$ cat config.mk
export PLATFORM = sky130hd
export DESIGN_NAME = emu_board
export DESIGN_NICKNAME = d
export VERILOG_FILES = /design/src/hdl/frame_pkg.sv /design/src/hdl/joy_if.sv /design/src/hdl/db15_reader.sv /design/src/hdl/emu_board.sv /design/src/hdl/input_merge.sv /design/src/hdl/pll_guard.sv /design/src/hdl/reset_seq.sv
export SDC_FILE = /design/constraint.sdc
export NUM_CORES = 1
export LEC_CHECK = 0
export ABC_AREA = 1
export BUFFER_PORTS_ARGS = -buffer_cell sky130_fd_sc_hd__buf_4
export CORE_MARGIN = 2
export CORE_UTILIZATION = 47
export DETAILED_ROUTE_END_ITERATION = 10
export PLACE_DENSITY = 0.75
export SETUP_SLACK_MARGIN = 0.05
export SYNTH_ARGS = -nofsm -noshare
export SYNTH_HDL_FRONTEND = slang
export SYNTH_SLANG_ARGS = --single-unit
$ cat constraint.sdc
create_clock -name clk_sys -period 2.5 [get_ports clk_sys]
set_input_delay 0.5 -clock clk_sys [delete_from_list [all_inputs] [get_ports clk_sys]]
set_output_delay 0.5 -clock clk_sys [all_outputs]
set_load 0.01 [all_outputs]
$ cat src/hdl/frame_pkg.sv
// Board support shared definitions
package frame_pkg;

    //////////////////////////////////////////////////////////////////////
    // Joystick word

    // One player, active high, bit 0 first
    typedef logic [7:0] joy_t;

    localparam int JOY_RIGHT = 0;
    localparam int JOY_LEFT  = 1;
    localparam int JOY_DOWN  = 2;
    localparam int JOY_UP    = 3;
    localparam int JOY_B1    = 4;
    localparam int JOY_B2    = 5;
    localparam int JOY_START = 6;
    localparam int JOY_COIN  = 7;

    //////////////////////////////////////////////////////////////////////
    // SNAC DB15 adapter

    // From status[31:30], value 3 behaves as two players
    typedef enum logic [1:0] {
        DB15_OFF = 2'd0,
        DB15_ONE = 2'd1,
        DB15_TWO = 2'd2
    } db15_mode_t;

    // Data bits per adapter frame, player 1 in the low byte
    localparam int DB15_BITS = 16;

    // User port pin positions
    localparam int USER_DATA_BIT = 5;
    localparam int USER_LOAD_BIT = 0;
    localparam int USER_CLK_BIT  = 1;

endpackage

$ cat src/hdl/joy_if.sv
// DB15 reader link
`timescale 1ns/10ps

interface joy_if import frame_pkg::*; ();

    logic joy_clk;
    logic joy_load;
    joy_t p1;
    joy_t p2;
    // One cycle, same edge as the p1/p2 update
    logic frame_done;
    logic enable;

    modport reader (
        output joy_clk, joy_load, p1, p2, frame_done,
        input  enable
    );

    modport merge (
        input  joy_clk, joy_load, p1, p2, frame_done,
        output enable
    );

endinterface

$ cat src/hdl/db15_reader.sv
// SNAC DB15 adapter reader
`timescale 1ns/10ps

module db15_reader import frame_pkg::*; #(
    parameter int JOY_DIV = 4
) (
    input  logic  clk_sys,
    input  logic  RESET,
    input  logic  joy_data,
    joy_if.reader joy
);

// Two load half periods, then two per data bit
localparam int HALVES = 2 * (DB15_BITS + 1);
localparam int HALF_W = $clog2(HALVES);
localparam int DIV_W  = (JOY_DIV > 1) ? $clog2(JOY_DIV) : 1;

logic [DIV_W-1:0]     div_cnt;
logic [DIV_W-1:0]     div_nxt;
logic [HALF_W-1:0]    half_cnt;
logic [HALF_W-1:0]    half_nxt;
logic                 half_end;
logic                 sample;
logic                 last_bit;
logic                 data_s1;
logic                 data_s2;
logic [DB15_BITS-1:0] shreg;
logic [DB15_BITS-1:0] word_nxt;

//////////////////////////////////////////////////////////////////////
// Frame sequencer

assign half_end = div_cnt == DIV_W'(JOY_DIV - 1);

always_comb begin
    div_nxt  = half_end ? '0 : div_cnt + 1'b1;
    half_nxt = half_cnt;
    if (half_end) begin
        half_nxt = (half_cnt == HALF_W'(HALVES - 1)) ? '0 : half_cnt + 1'b1;
    end
end

// Rising edge of joy_clk, odd half periods past the load
assign sample   = joy.enable && half_end && half_nxt[0] && half_nxt != HALF_W'(1);
assign last_bit = sample && half_nxt == HALF_W'(HALVES - 1);

// Wire data is active low, bit 0 arrives first
assign word_nxt = {~data_s2, shreg[DB15_BITS-1:1]};

always_ff @(posedge clk_sys or posedge RESET) begin
    if (RESET) begin
        // Parked on the last half so the first edge starts a load
        div_cnt        <= DIV_W'(JOY_DIV - 1);
        half_cnt       <= HALF_W'(HALVES - 1);
        joy.joy_load   <= 1'b0;
        joy.joy_clk    <= 1'b0;
        joy.frame_done <= 1'b0;
        joy.p1         <= '0;
        joy.p2         <= '0;
    end else if (!joy.enable) begin
        div_cnt        <= DIV_W'(JOY_DIV - 1);
        half_cnt       <= HALF_W'(HALVES - 1);
        joy.joy_load   <= 1'b0;
        joy.joy_clk    <= 1'b0;
        joy.frame_done <= 1'b0;
        joy.p1         <= '0;
        joy.p2         <= '0;
    end else begin
        div_cnt        <= div_nxt;
        half_cnt       <= half_nxt;
        joy.joy_load   <= half_nxt < HALF_W'(2);
        joy.joy_clk    <= half_nxt[0] && half_nxt != HALF_W'(1);
        joy.frame_done <= last_bit;
        // Both players change together
        if (last_bit) begin
            joy.p1 <= joy_t'(word_nxt[DB15_BITS/2-1:0]);
            joy.p2 <= joy_t'(word_nxt[DB15_BITS-1:DB15_BITS/2]);
        end
    end
end

//////////////////////////////////////////////////////////////////////
// Data pin synchronizer and shift register

always_ff @(posedge clk_sys) begin
    data_s1 <= joy_data;
    data_s2 <= data_s1;
    if (sample) begin
        shreg <= word_nxt;
    end
end

endmodule

$ cat src/hdl/emu_board.sv
// Board support top level
`timescale 1ns/10ps

module emu_board import frame_pkg::*; #(
    parameter int PLL_HOLD    = 256,
    parameter int RST_STRETCH = 16,
    parameter int JOY_DIV     = 4
) (
    input  logic        clk_sys,
    input  logic        RESET,
    input  logic        pll_locked,
    input  logic [31:0] status,
    input  logic [1:0]  buttons,
    input  logic        downloading,
    input  joy_t        usb_joy1,
    input  joy_t        usb_joy2,
    input  logic [6:0]  user_in,
    output logic        pll_rst,
    output logic        game_rst,
    output joy_t        game_joy1,
    output joy_t        game_joy2,
    output logic [1:0]  game_coin,
    output logic [1:0]  game_start,
    output logic        user_mode,
    output logic [6:0]  user_out
);

joy_if u_joy ();

//////////////////////////////////////////////////////////////////////
// Clock and reset

pll_guard #(
    .PLL_HOLD     ( PLL_HOLD    )
) u_pll_guard (
    .clk_sys      ( clk_sys     ),
    .RESET        ( RESET       ),
    .pll_locked   ( pll_locked  ),
    .pll_rst      ( pll_rst     )
);

// OSD reset is status[0], board button on buttons[1]
reset_seq #(
    .RST_STRETCH  ( RST_STRETCH )
) u_reset_seq (
    .clk_sys      ( clk_sys     ),
    .RESET        ( RESET       ),
    .osd_reset    ( status[0]   ),
    .button_reset ( buttons[1]  ),
    .downloading  ( downloading ),
    .pll_locked   ( pll_locked  ),
    .game_rst     ( game_rst    )
);

//////////////////////////////////////////////////////////////////////
// SNAC joystick path

db15_reader #(
    .JOY_DIV      ( JOY_DIV                )
) u_db15_reader (
    .clk_sys      ( clk_sys                ),
    .RESET        ( RESET                  ),
    .joy_data     ( user_in[USER_DATA_BIT] ),
    .joy          ( u_joy                  )
);

input_merge u_input_merge (
    .clk_sys      ( clk_sys        ),
    .RESET        ( RESET          ),
    .mode_bits    ( status[31:30]  ),
    .usb_joy1     ( usb_joy1       ),
    .usb_joy2     ( usb_joy2       ),
    .joy          ( u_joy          ),
    .game_joy1    ( game_joy1      ),
    .game_joy2    ( game_joy2      ),
    .game_coin    ( game_coin      ),
    .game_start   ( game_start     ),
    .user_mode    ( user_mode      ),
    .user_out     ( user_out       )
);

endmodule

$ cat src/hdl/input_merge.sv
// Joystick merge and user port drive
`timescale 1ns/10ps

module input_merge import frame_pkg::*; (
    input  logic       clk_sys,
    input  logic       RESET,
    input  logic [1:0] mode_bits,
    input  joy_t       usb_joy1,
    input  joy_t       usb_joy2,
    joy_if.merge       joy,
    output joy_t       game_joy1,
    output joy_t       game_joy2,
    output logic [1:0] game_coin,
    output logic [1:0] game_start,
    output logic       user_mode,
    output logic [6:0] user_out
);

db15_mode_t mode;
logic       db15_valid;
joy_t       p1_act;
joy_t       p2_act;
joy_t       joy1_nxt;
joy_t       joy2_nxt;
logic [6:0] out_nxt;

// Mode 3 falls through to two players
always_comb begin
    case (mode_bits)
        2'd0:    mode = DB15_OFF;
        2'd1:    mode = DB15_ONE;
        default: mode = DB15_TWO;
    endcase
end

assign joy.enable = mode != DB15_OFF;

// DB15 words only count once a full frame has been read
assign p1_act   = (joy.enable && db15_valid) ? joy.p1 : '0;
assign p2_act   = (mode == DB15_TWO && db15_valid) ? joy.p2 : '0;
assign joy1_nxt = usb_joy1 | p1_act;
assign joy2_nxt = usb_joy2 | p2_act;

// Adapter strobes on the user port, released high otherwise
always_comb begin
    out_nxt = '1;
    if (joy.enable) begin
        out_nxt[USER_LOAD_BIT] = joy.joy_load;
        out_nxt[USER_CLK_BIT]  = joy.joy_clk;
    end
end

//////////////////////////////////////////////////////////////////////
// Output registers

always_ff @(posedge clk_sys or posedge RESET) begin
    if (RESET) begin
        db15_valid <= 1'b0;
        game_joy1  <= '0;
        game_joy2  <= '0;
        game_coin  <= '0;
        game_start <= '0;
        user_mode  <= 1'b0;
        user_out   <= '1;
    end else begin
        if (!joy.enable) begin
            db15_valid <= 1'b0;
        end else if (joy.frame_done) begin
            db15_valid <= 1'b1;
        end
        game_joy1  <= joy1_nxt;
        game_joy2  <= joy2_nxt;
        game_coin  <= {joy2_nxt[JOY_COIN], joy1_nxt[JOY_COIN]};
        game_start <= {joy2_nxt[JOY_START], joy1_nxt[JOY_START]};
        user_mode  <= joy.enable;
        user_out   <= out_nxt;
    end
end

endmodule

$ cat src/hdl/pll_guard.sv
// PLL lock watchdog
`timescale 1ns/10ps

module pll_guard #(
    parameter int PLL_HOLD = 256
) (
    input  logic clk_sys,
    input  logic RESET,
    input  logic pll_locked,
    output logic pll_rst
);

localparam int CNT_W = $clog2(PLL_HOLD + 1);

logic             lock_q;
logic             lock_d;
logic             lock_lost;
logic [CNT_W-1:0] hold_cnt;

//////////////////////////////////////////////////////////////////////
// Lock loss detection

// Falling edge of the registered lock level
assign lock_lost = lock_d & ~lock_q;

//////////////////////////////////////////////////////////////////////
// Hold counter

always_ff @(posedge clk_sys or posedge RESET) begin
    if (RESET) begin
        lock_q   <= 1'b0;
        lock_d   <= 1'b0;
        hold_cnt <= '0;
    end else begin
        lock_q <= pll_locked;
        lock_d <= lock_q;
        // Restarts on every new loss, even mid-hold
        if (lock_lost) begin
            hold_cnt <= CNT_W'(PLL_HOLD);
        end else if (hold_cnt != '0) begin
            hold_cnt <= hold_cnt - 1'b1;
        end
    end
end

// PLL held in reset while counting down
assign pll_rst = hold_cnt != '0;

endmodule

$ cat src/hdl/reset_seq.sv
// Game reset sequencer
`timescale 1ns/10ps

module reset_seq #(
    parameter int RST_STRETCH = 16
) (
    input  logic clk_sys,
    input  logic RESET,
    input  logic osd_reset,
    input  logic button_reset,
    input  logic downloading,
    input  logic pll_locked,
    output logic game_rst
);

localparam int CNT_W = $clog2(RST_STRETCH + 1);

logic             req;
logic [CNT_W-1:0] stretch_cnt;

// Any source that must keep the game in reset
assign req = osd_reset | button_reset | downloading | ~pll_locked;

//////////////////////////////////////////////////////////////////////
// Stretch counter

always_ff @(posedge clk_sys or posedge RESET) begin
    if (RESET) begin
        stretch_cnt <= CNT_W'(RST_STRETCH);
        game_rst    <= 1'b1;
    end else if (req) begin
        // Reload on every request cycle
        stretch_cnt <= CNT_W'(RST_STRETCH);
        game_rst    <= 1'b1;
    end else if (stretch_cnt != '0) begin
        stretch_cnt <= stretch_cnt - 1'b1;
        // Release on the edge where the count runs out
        game_rst    <= stretch_cnt != CNT_W'(1);
    end else begin
        game_rst <= 1'b0;
    end
end

endmodule

# [Word level (Yosys, flattened, before mapping)]
# Cells that the tools add are included.
[classes] n_addsub=4 magnitude_cmp=1 n_eq_ne=9 muxes=24 bitwise=9 reduce_logical=13
[op_table] op="$mux W8" count=6
[op_table] op="$mux W6" count=3
[op_table] op="$mux W9" count=2
[op_table] op="$or A8 B8 Y8" count=2
[op_table] op="$eq A6 B6 Y1 const B" count=2
[op_table] op="$mux W5" count=2
[op_table] op="$reduce_bool A9 Y1" count=1
[op_table] op="$sub A9 B1 Y9 const B" count=1
[op_table] op="$logic_and A1 B1 Y1" count=7
[op_table] op="$mux W1" count=7
[op_table] op="$add A6 B1 Y6 const B" count=1
[op_table] op="$lt A6 B2 Y1 const B" count=1
[op_table] op="$mux W2" count=3
[op_table] op="$ne A6 B1 Y1 const B" count=1
[op_table] op="$reduce_bool A2 Y1" count=3
[op_table] op="$ne A5 B1 Y1 const B" count=1
[op_table] op="$reduce_bool A5 Y1" count=1
[op_table] op="$sub A5 B1 Y5 const B" count=1
[op_table] op="$eq A2 B2 Y1 const B" count=2
[op_table] op="$pmux W2 S2" count=1
[op_table] op="$not A1 Y1" count=3
[op_table] op="$or A1 B1 Y1" count=3
[op_table] op="$add A2 B1 Y2 const B" count=1
[op_table] op="$eq A2 B1 Y1 const B" count=1
[op_table] op="4 further kinds" count=4
[word_totals] ff_bits=86 inputBits=61 output_inout_bits=30 wordCells=82

# [Longest topological paths before layout]
[depth] depth_word=9 ltp_mapped=13 ltp_nobuf=12

# [Cells and area by module]
# From an unflattened synthesis, not the netlist that was laid out.
[unflattened] cells_unflattened=366 area_unflattened_um2=3711.1
[by_module_without_submodules] mod="db15_reader" n_inst=1 cells_each=168 area_per_inst_um2=1931.9 seq_area_each_um2=1171.1
[by_module_without_submodules] mod="input_merge" n_inst=1 cells_each=80 area_per_inst_um2=824.5 seq_area_each_um2=503.0
[by_module_without_submodules] mod="pll_guard" n_inst=1 cells_each=71 area_per_inst_um2=590.6 seq_area_each_um2=275.3
[by_module_without_submodules] mod="reset_seq" n_inst=1 cells_each=47 area_per_inst_um2=364.1 seq_area_each_um2=152.6

# [Least setup slack after synthesis]
# OpenSTA, ideal clock, no wires.
[synth_path] path_type="reg2reg" from="reg u_db15_reader.div_cnt[0]" to="reg u_db15_reader.shreg[10], enable pin" setup_ns=0.386 arrival_ns=2.026 t_required_ns=2.114 path_slack_ns=0.088 path_stages_with_launch=9 n_path_buf=1 synth_period_minus_slack_ns=2.412 path_cell_list="dfstp_2 -> ha_1 -> buf_6 -> nand2_1 -> o21bai_1 -> o21ai_1 -> nand4_1 -> nand3_1 -> nor2_1"
[synth_via] elab_chain_cells=4 word_cells_on_any_way=6 classes_between="eq/ne (2); mux (1); reduce/logical (3)"
[synth_lines] item="start, declared" line="db15_reader.sv:18" rtl="logic [DIV_W-1:0] div_cnt;"
[synth_lines] item="start signal, assigned" line="db15_reader.sv:53" rtl="div_cnt <= DIV_W'(JOY_DIV - 1);"
[synth_lines] item="start signal, assigned" line="db15_reader.sv:61" rtl="div_cnt <= DIV_W'(JOY_DIV - 1);"
[synth_lines] item="start signal, assigned" line="db15_reader.sv:69" rtl="div_cnt <= div_nxt;"
[synth_lines] item="$eq A2 B2 Y1 (*)" line="db15_reader.sv:33" rtl="assign half_end = div_cnt == DIV_W'(JOY_DIV - 1);"
[synth_lines] item="$mux W6 / $logic_and A1 B1 Y1 (equally long branches)" line="db15_reader.sv:38, db15_reader.sv:44"
[synth_lines] item="$ne A6 B1 Y1 / $logic_and A1 B1 Y1 (equally long branches)" line="db15_reader.sv:44" rtl="assign sample = joy.enable && half_end && half_nxt[0] && half_nxt != HALF_W'(1);"
[synth_lines] item="$logic_and A1 B1 Y1 (*)" line="db15_reader.sv:44"
[synth_lines] item="net u_db15_reader.sample" line="db15_reader.sv:23" rtl="logic sample;"
[synth_lines] item="end signal, assigned" line="db15_reader.sv:89" rtl="shreg <= word_nxt;"
[synth_lines] item="end, declared" line="db15_reader.sv:27" rtl="logic [DB15_BITS-1:0] shreg;"
# The timed path passes the listed nets; every way through them passes the cells marked *.
# A chain may end at the register's enable or synchronous reset.

# [Final worst setup path]
[layout_path] from="reg u_db15_reader.div_cnt[0]" to="reg u_db15_reader.shreg[4], enable pin"
# The elaborated chain is that of the path after synthesis.

==> flow_metrics.py <==
metrics = {
    "outcome": {
        "status": "finished, final reports clean",
    },
    "global_routing": {
        "grt_pass1_vias": 2289,
        "grt_pass1_wl_um": 10500,
        "track_usage_pct": 17.4,
        "antenna_found_initial": 0,
        "grt.overflow.total": 0,
        "grt_max_degree": 37,
    },
    "die": {
        "fp.dieW_um": 89.1,
        "rows": 31,
        "num_io_pins": 91,
        "die_area_um2": 7940,
        "core_um2": 7140,
        "initial_core_util_pct": 47.7,
        "die_h_um": 89.1,
    },
    "timing": {
        "hold_ws_ps": 228,
        "max-slew-margin-rel_pct": 54.7,
        "fmax_ghz": 0.441,
        "finalCritPeriodShare_pct": 90.8,
        "min_period_ps": 2270,
        "fin_worst_skew_ps": 7.22,
        "hold_viol": 0,
        "fin_tns_setup_ps": 0,
        "setup_viol": 0,
        "worst_slew_pin_slew_ps": 679,
        "rsz0062_at_grt": "false",
        "final_max_slew_viol_count": 0,
        "worst_slack_ps": 230,
    },
    "finish": {
        "antenna_cells": 0,
        "drive_above_1_share_pct": 31.0,
        "layout_common_cells": "nand2_1, dfrtp_1, buf_4",
        "syn_to_final_growth_pct": 18.6,
        "nNetsFinal": 440,
        "layout_commonest_cell": "nand2_1",
        "post-route-util_pct": 56.6,
        "design_area_um2": 4040,
    },
    "setup_path": {
        "cp.required_ps": 2560,
        "cp_max_fo": 15,
        "cp_slowest_cell": "dfstp_2",
        "startpoint_type": "register",
        "crit_path_end_kind": "register",
        "cp.arrival_ps": 2330,
        "slowest_delay_ps": 540,
        "path_cells": "ha_1, nand2_1, o21bai_1, o21ai_1, nand4_1, nand3_1, nor2_1, buf_12",
        "critical_path_class": "reg2reg",
    },
    "pwr": {
        "clkPwrFrac_pct": 22.6,
        "p_leak_uw": 0.00198,
        "ir_worst_vdd_mv": 0.486,
        "powerDensity_nw_per_um2": 987,
        "p_switching_uw": 1350,
        "switching_share_pct": 34.0,
        "power_frac_comb_pct": 26.7,
        "seq_power_share_pct": 50.7,
        "p_int_uw": 2630,
    },
    "yosys": {
        "yosysTopAreaCellShare_pct": 41.2,
        "synth_area_leaders": "dfrtp_1, edfxtp_1, nand2_1",
        "ys_seq_area_share_pct": 61.8,
        "synth.avg_cell_area_um2": 10.6,
        "ys_ff_latch": 81,
        "synth_largest_area_cell": "dfrtp_1",
        "yosysWarnings": 0,
        "syn_area_um2": 3400,
        "synth_cells": 322,
        "yosysUniqueCellTypes": 38,
    },
    "routing": {
        "routed_wl_um": 6360,
        "num_vias": 2347,
        "drt_iter0_markers": 114,
        "antenna_left": 0,
        "avgViaCountPerCell": 4.93,
        "post_drt_wl_per_cell_um": 13.4,
        "drc": 0,
        "dr.pass1.iters": 4,
    },
    "clock_network": {
        "path_clk_slew_ps": 80,
        "clockBufferDepth": 2,
        "clkSinkCount": 81,
        "cts_tree": "done",
        "cts_buffers": 9,
        "clk-insertion-delay-late_ps": 340,
        "clockRootBuffer": "clkbuf_8",
        "post_cts_buffers": 0,
        "cts_htree_levels": 3,
    },
    "placed_design": {
        "place_area_um2": 3840,
        "port_buffers": 49,
        "place_ws_ps": 265,
        "hpwl_um": 4390,
        "gp_congestion": 0.800,
    },
    "flow_run": {
        "drv_cap": 0,
    },
    "worst_hold_path": {
        "hp-class": "in2async",
    },
}
==> routing by layer <==
metal  track usage [%]  wire length (um)  up-vias
li1                  -                 -     1136
met1              23.0              2920     1147
met2              27.9              3070       54
met3              4.06               273       10
met4              7.06               104        0
met5                 0                 0        -
==> final timing paths <==
path | startpoint | end | slack [ps] | cells after the start
worst min register to register | u_db15_reader.data_s1$_DFF_P_ | u_db15_reader.data_s2$_DFF_P_ | 340 | 0
worst max-delay path | u_db15_reader.div_cnt[0]$_DFF_PP1_ | u_db15_reader.shreg[4]$_DFFE_PP_ | 230 | 8
max in group asynchronous | RESET | u_reset_seq.game_rst$_DFF_PP1_ | 1610 | 3
worst min-delay path | RESET | u_db15_reader.joy.joy_clk$_DFF_PP0_ | 230 | 2
worst max register to register | u_db15_reader.div_cnt[0]$_DFF_PP1_ | u_db15_reader.shreg[4]$_DFFE_PP_ | 230 | 8
min in group clk_sys | user_in[5] | u_db15_reader.data_s1$_DFF_P_ | 260 | 1
==> stage by stage <==
stage	std cells	power, uW
finish	476	3990
detailed placement	460	3090
CTS	476	4000
global route	476	4270
global placement	460	3030
floorplan	326	2770
==> logic make-up after synthesis <==
group | Yosys count | synth area share [%]
xor gates and xnor gates | 4 | 1.25
other | 1 | 0.110
and+or+nand+nor | 143 | 19.6
adders and majority gates | 7 | 2.57
buffers and inverters | 52 | 7.69
DFF | 81 | 61.8
AOI/OAI and AO/OA | 34 | 6.99
==> synth_stat cells <==
master,n
nand2_1,66
dfrtp_1,56
inv_1,29
nand3_1,24
nor2_1,22
a31o_2,16
edfxtp_1,15
buf_4,10
nand2_2,10
o21ai_0,9
dfstp_2,8
ha_1,7
nor3_1,6
a21oi_1,5
clkbuf_1,4
nand4_1,3
or2_2,3
xor2_1,3
buf_2,2
dfxtp_1,2
inv_2,2
nand3_2,2
nand3b_1,2
nor2_2,2
a211oi_1,1
buf_1,1
buf_12,1
buf_6,1
clkinv_1,1
conb_1,1
inv_4,1
nand4_4,1
nor2_4,1
o211ai_1,1
o21ai_1,1
o21bai_1,1
or2_1,1
xor2_2,1
==> power by group through the flow <==
| stage | clock, uW | combinational [uW] | sequential (uW) |
|---|---|---|---|
| after global placement | 0 | 1010 | 2020 |
| after global routing | 978 | 1230 | 2060 |
| after detailed placement | 0 | 1050 | 2040 |
| after CTS | 919 | 1060 | 2010 |
| after floorplan | 0 | 824 | 1940 |
| final | 903 | 1060 | 2020 |
==> cell type report <==
type,instances,area (um2)
tap,99,124
clock inverter,2,12.5
multi-input combinational,193,1070
inverter,33,126
fill,631,3100
sequential,81,2100
clock buffer,14,174
timing repair buffer,54,430
==> what timing repair did <==
action,CTS,global route
gates resized for setup,1,2
hold buffers,0,0
pin swaps,0,0
setup endpoints to repair,1,1
==> sequential cells by signal, summed over array words and instances (netlist names) <==
signal,count
u_pll_guard.lock_q,1
u_db15_reader.joy.p1,8
u_db15_reader.joy.frame_done,1
u_db15_reader.joy.p2,8
u_reset_seq.game_rst,1
u_db15_reader.div_cnt,2
u_pll_guard.hold_cnt,9
u_db15_reader.half_cnt,6
u_db15_reader.joy.joy_load,1
u_db15_reader.data_s2,1
u_input_merge.game_joy1,7
u_input_merge.user_mode,1
u_db15_reader.data_s1,1
u_input_merge.game_coin,2
u_input_merge.game_joy2,7
u_input_merge.user_out,2
u_pll_guard.lock_d,1
u_reset_seq.stretch_cnt,5
u_input_merge.db15_valid,1
u_db15_reader.joy.joy_clk,1
u_db15_reader.shreg,15
==> critical path, delay by kind of cell, from the launching register on <==
family | cells | cell delay [ps]
simple gates | 4 | 610
flops | 1 | 540
compound gates | 2 | 310
fa+ha+maj | 1 | 320
buf+inv | 1 | 180
(Power assumes the default switching activity.)
